===== config.mk =====
export PLATFORM = sky130hd
export DESIGN_NAME = video_packet_send
export DESIGN_NICKNAME = d
export VERILOG_FILES = /design/src/design/video_link_pkg.sv /design/src/design/video_packet_send.sv
export SDC_FILE = /design/constraint.sdc
export NUM_CORES = 1
export LEC_CHECK = 0
export BUFFER_PORTS_ARGS = -buffer_cell sky130_fd_sc_hd__buf_2
export CORE_MARGIN = 2
export CORE_UTILIZATION = 51
export CTS_BUF_LIST = sky130_fd_sc_hd__clkbuf_8 sky130_fd_sc_hd__clkbuf_16
export CTS_CLUSTER_SIZE = 12
export DETAILED_ROUTE_END_ITERATION = 6
export PLACE_DENSITY = 0.79
export SLEW_MARGIN = 10
export SYNTH_ARGS = -nofsm -noshare
export SYNTH_HDL_FRONTEND = slang
export SYNTH_SLANG_ARGS = --single-unit

===== constraint.sdc =====
create_clock -name tx_clk -period 2.5 [get_ports tx_clk]
set_clock_uncertainty 0.2 [all_clocks]
set_input_delay 0.25 -clock tx_clk [delete_from_list [all_inputs] [get_ports tx_clk]]
set_output_delay 0.25 -clock tx_clk [all_outputs]
set_load 0.05 [all_outputs]

===== src/design/video_link_pkg.sv =====
package video_link_pkg;

    localparam int PIXEL_FIFO_DEPTH = 4096;                   // buffer capacity in pixels
    localparam int PIXEL_ADDR_W     = $clog2(PIXEL_FIFO_DEPTH);

    typedef logic [15:0]           pixel_t;                   // one camera pixel
    typedef logic [31:0]           link_word_t;               // transceiver data word
    typedef logic [3:0]            link_ctrl_t;               // k-char flag per byte
    typedef logic [15:0]           line_len_t;                // line width in pixels
    typedef logic [PIXEL_ADDR_W:0] fifo_level_t;              // room for a full buffer

    // every control word carries a K28.5 comma in byte 0
    localparam link_word_t FRAME_SYNC0_WORD = 32'hff00_00bc;
    localparam link_word_t FRAME_SYNC1_WORD = 32'hff00_01bc;
    localparam link_word_t IDLE0_WORD       = 32'hff55_55bc;
    localparam link_word_t IDLE1_WORD       = 32'hffaa_aabc;
    localparam link_word_t LINE_START_WORD  = 32'hff00_02bc;
    localparam link_word_t LINE_END_WORD    = 32'hff00_03bc;

    localparam link_ctrl_t CTRL_K0   = 4'b0001;               // comma in byte 0 only
    localparam link_ctrl_t CTRL_DATA = 4'b0000;               // plain pixel data

    typedef enum logic [2:0] {
        SEND_FRAME_SYNC0,
        SEND_FRAME_SYNC1,
        SEND_IDLE0,
        SEND_IDLE1,
        SEND_LINE_START,
        SEND_LINE_DATA,
        SEND_LINE_END
    } framer_state_e;

endpackage

===== src/design/video_packet_send.sv =====
`timescale 1ns/10ps

module video_packet_send
    import video_link_pkg::*;
(
    input  logic        tx_clk,
    input  logic        rst,
    input  logic        frame_start,
    input  line_len_t   vin_width,
    input  fifo_level_t fifo_level,
    input  link_word_t  rd_data,
    output logic        rd_en,
    output link_word_t  gt_tx_data,
    output link_ctrl_t  gt_tx_ctrl
);

    framer_state_e state;
    line_len_t     word_cnt;                                  // data words sent this line
    line_len_t     line_words;                                // pixel pairs per line
    logic          line_ready;

    assign line_words = {1'b0, vin_width[15:1]};
    assign line_ready = line_len_t'(fifo_level) >= vin_width; // a whole line is buffered

    // head word is taken in the same cycle it is registered out
    assign rd_en = (state == SEND_LINE_DATA);

    always_ff @(posedge tx_clk or posedge rst)
    begin
        if (rst)
        begin
            state      <= SEND_IDLE0;
            word_cnt   <= '0;
            gt_tx_data <= '0;
            gt_tx_ctrl <= '0;
        end
        else
        begin
            case (state)
                SEND_FRAME_SYNC0:
                begin
                    gt_tx_data <= FRAME_SYNC0_WORD;
                    gt_tx_ctrl <= CTRL_K0;
                    state      <= SEND_FRAME_SYNC1;
                end
                SEND_FRAME_SYNC1:
                begin
                    gt_tx_data <= FRAME_SYNC1_WORD;
                    gt_tx_ctrl <= CTRL_K0;
                    state      <= SEND_IDLE0;
                end
                SEND_IDLE0:
                begin
                    gt_tx_data <= IDLE0_WORD;
                    gt_tx_ctrl <= CTRL_K0;
                    state      <= SEND_IDLE1;
                end
                SEND_IDLE1:
                begin
                    gt_tx_data <= IDLE1_WORD;
                    gt_tx_ctrl <= CTRL_K0;
                    if (line_ready)
                    begin
                        state <= SEND_LINE_START;
                    end
                    else
                    begin
                        state <= SEND_IDLE0;                  // keep idling in pairs
                    end
                end
                SEND_LINE_START:
                begin
                    gt_tx_data <= LINE_START_WORD;
                    gt_tx_ctrl <= CTRL_K0;
                    word_cnt   <= '0;
                    state      <= SEND_LINE_DATA;
                end
                SEND_LINE_DATA:
                begin
                    gt_tx_data <= rd_data;
                    gt_tx_ctrl <= CTRL_DATA;
                    word_cnt   <= word_cnt + 1'b1;
                    if (word_cnt == line_words - 1'b1)
                    begin
                        state <= SEND_LINE_END;               // last pair of the line
                    end
                end
                SEND_LINE_END:
                begin
                    gt_tx_data <= LINE_END_WORD;
                    gt_tx_ctrl <= CTRL_K0;
                    state      <= SEND_IDLE0;
                end
                default:
                begin
                    state <= SEND_IDLE0;
                end
            endcase
            // current state still sends its word, only the next state changes
            if (frame_start)
            begin
                state    <= SEND_FRAME_SYNC0;                 // wins over any state
                word_cnt <= '0;
            end
        end
    end

endmodule


==> summary.md <==
| Metric | Value |
|---|---|
| Status | `finished, violations left` |
| Failing checks | `setup timing` |
| Final setup fails | `3` |
| Most frequent cell after synthesis | `dfrtp_1` |
| Max clock buf depth | `2` |
| Diodes inserted | `0` |
| Reg clk slew, reported paths | `90 ps` |
| Setup CP Type | `input port to flip-flop` |
| Pre-antenna DRT Iters | `6` |
| Startpoint types | `input port` |
| # clock sinks | `52` |
| Met1 Routed Length | `3535 µm` |
| Met2 WL | `4013 µm` |
| Setup Slack @ Placement | `-474.1 ps` |
| Cell type with the largest total area after synthesis | `dfrtp_1` |
| Clock Root Buffer | `clkbuf_8` |
| First-pass GRT wire length | `13580 µm` |
| Avg Vias per Cell | `5.631` |
| Synth cell types | `48` |
| Worst min path class | `input port to flip-flop` |
| Chip width | `82.44 µm` |
| Power Density | `467.0 mW/mm²` |
| Worst Slack Setup Final | `-161.8 ps` |
| DR iter-0 viols | `105` |
| Worst Path Max Fanout | `3` |
| Max Slew Vio Count | `0` |
| TritonCTS clock tree | `built` |
| H-tree Lvls | `2` |
| DRC viols | `0` |
| Vias in the first global route | `3086` |
| RSZ-0062 raised after global routing | `true` |
| Core box area | `0.005921 mm²` |
| Global route overflow | `0` |
| Routed WL | `8386 µm` |
| Placed instance count | `526` |
| Die height | `82.44 µm` |
| Dominant synthesized flop cell | `dfrtp_1` |
| Dpl hpwl | `5965 µm` |
| Top cell type's share of synthesized area | `40.67%` |
| Share of layout cells above drive strength 1 | `29.79%` |
| Worst Path Required | `2480 ps` |
| Synth warn | `0` |
| Syn_area_per_cell | `9.122 µm²` |
| Vias | `3125` |
| Top cells by area in the synthesized netlist | `dfrtp_1 (41%), ha_1 (6.4%), o21ai_0 (4.6%)` |
| Synthesized flop and latch total | `52` |
| Worst-Skew Late Latency | `300 ps` |
| RD Place Congestion | `0.8742` |
| Row count | `28` |
| CP arrival | `2640 ps` |
| Ys async rst share | `100.0%` |
| EDFF count, synth | `0` |
| FILL cells | `481` |
| Fin crit period | `2662 ps` |
| Max-cap violation count | `0` |
| Count of antenna-violating nets left after detailed routing | `0` |
| Final std cells w/o fill | `555` |
| P_leak | `0.001941 µW` |
| Worst-case reg-to-reg path depth | `6` |
| Hold depth | `3` |
| Post-synth top cells | `dfrtp_1 (51), nor2_1 (36), o21ai_0 (29)` |
| Peak supply drop | `411.2 µV` |
| Antenna violations before repair | `0` |
| Count of final hold-check violations | `0` |
| Total power | `1953 µW` |
| Largest net degree at the start of global routing | `31` |
| Layout overhead on the synthesized area | `33.25%` |
| Nets | `559` |
| Crit end category | `flip-flop` |
| Die area | `0.006796 mm²` |
| PortBufs | `97` |
| Max transition margin | `65.80%` |
| I/O pins | `101` |
| Synthesized cell area | `0.003138 mm²` |
| Worst hold-check slack | `41.16 ps` |
| Clock buffer count from CTS | `5` |
| Period utilisation layout | `106.5%` |
| GRT Resource Usage Total | `25.60%` |
| Starting Density | `53.00%` |
| Actual slew at the worst max-slew pin | `512.2 ps` |
| Seq/Total Area, Yosys | `41.51%` |
| Top layer in use | `met4` |
| F_max | `0.3757 GHz` |
| DR WL/cell | `15.11 µm` |
| Cell count after synthesis | `344` |
| Met3 wire len | `607 µm` |
## path summary, 6_finish.rpt
| check | start | endpoint | slack (ps) |
|---|---|---|---|
| min in group asynchronous | rst | gt_tx_data[6]$_DFFE_PP0P_ | 330 |
| max in group asynchronous | rst | gt_tx_data[23]$_DFFE_PP0P_ | 1250 |
| worst min register to register | gt_tx_ctrl[0]$_DFFE_PP0P_ | gt_tx_ctrl[0]$_DFFE_PP0P_ | 290 |
| worst max register to register | word_cnt[4]$_DFFE_PP0P_ | word_cnt[14]$_DFFE_PP0P_ | 390 |
| worst min-delay path | rd_data[12] | gt_tx_data[12]$_DFFE_PP0P_ | 40 |
| worst max-delay path | vin_width[3] | state[0]$_DFFE_PP0P_ | -160 |
## cell type report
class | instances | area (µm²) | area share [%]
Multi-Input combinational cell | 254 | 1694 | 40.51
Sequential cell | 52 | 1303 | 31.15
Timing Repair Buffer | 146 | 925.9 | 22.14
Tap cell | 75 | 93.84 | 2.244
Clock buffer | 6 | 82.58 | 1.975
Inverter | 20 | 75.07 | 1.795
Clock inverter | 2 | 7.507 | 0.1795
## layer usage
metal	vias to the layer above	GRT usage (%)
met5	-	0
met4	0	10.50
met3	29	5.435
met2	126	43.79
met1	1467	31.32
li1	1503	-
## layout by cell type (no fill, tap or decap), types with 4 or more instances in the layout
cell,instances
a21oi_1,18
a22o_1,4
buf_2,95
buf_4,29
clkbuf_8,6
dfrtp_1,51
dlygate4sd3_1,19
ha_1,16
inv_1,20
mux2i_1,8
nand2_1,18
nand3_1,10
nand4_1,7
nor2_1,36
nor3_1,13
o21ai_0,29
o22a_1,13
or3_1,7
xnor2_1,15
xor2_1,12
## sequential cells by signal, summed over array words and instances, names as in the netlist
| name | count |
|---|---|
| word_cnt | 16 |
| state | 3 |
| gt_tx_ctrl | 1 |
| gt_tx_data | 32 |
## power by group
group / leakage, µW / internal, µW / switching [µW]
clock network: 0.0000538 / 218 / 267
logic: 0.00125 / 198 / 340
registers: 0.000641 / 886 / 43.1
## critical path, stage by stage
cell and delay, ps:
buf_6 90, or4_4 530, or4_4 430, or4_4 510, a211oi_4 270, a211oi_2 60
nor4b_2 270, buf_4 160, o32ai_1 60
## what timing repair did
| item | CTS | global route |
|---|---|---|
| buffers inserted | 1 | 1 |
| setup endpoints to repair | 3 | 3 |
| hold endpoints to repair | 38 | 1 |
| hold buffers | 18 | 1 |
| pin swaps | 3 | 4 |
| resized for setup | 2 | 2 |
## through the flow
stage	util [%]	area [µm²]	TNS [ps]
CTS	70.10	4150	-413.7
global placement	65.22	3861	-1408
finish	70.63	4182	-451.4
global route	70.63	4182	-592.7
detailed placement	65.22	3861	-1383
floorplan	-	3146	-814.3
## kinds of logic after synthesis
family	synth area share [%]
DFF	41.51
xor gates and xnor gates	7.536
buffers and inverters	5.143
adders and majority gates	6.380
and+or+nand+nor	18.18
muxes	2.552
AOI/OAI and AO/OA	18.58
other	0.1195
No activity file was read; power rests on OpenSTA's default activity.
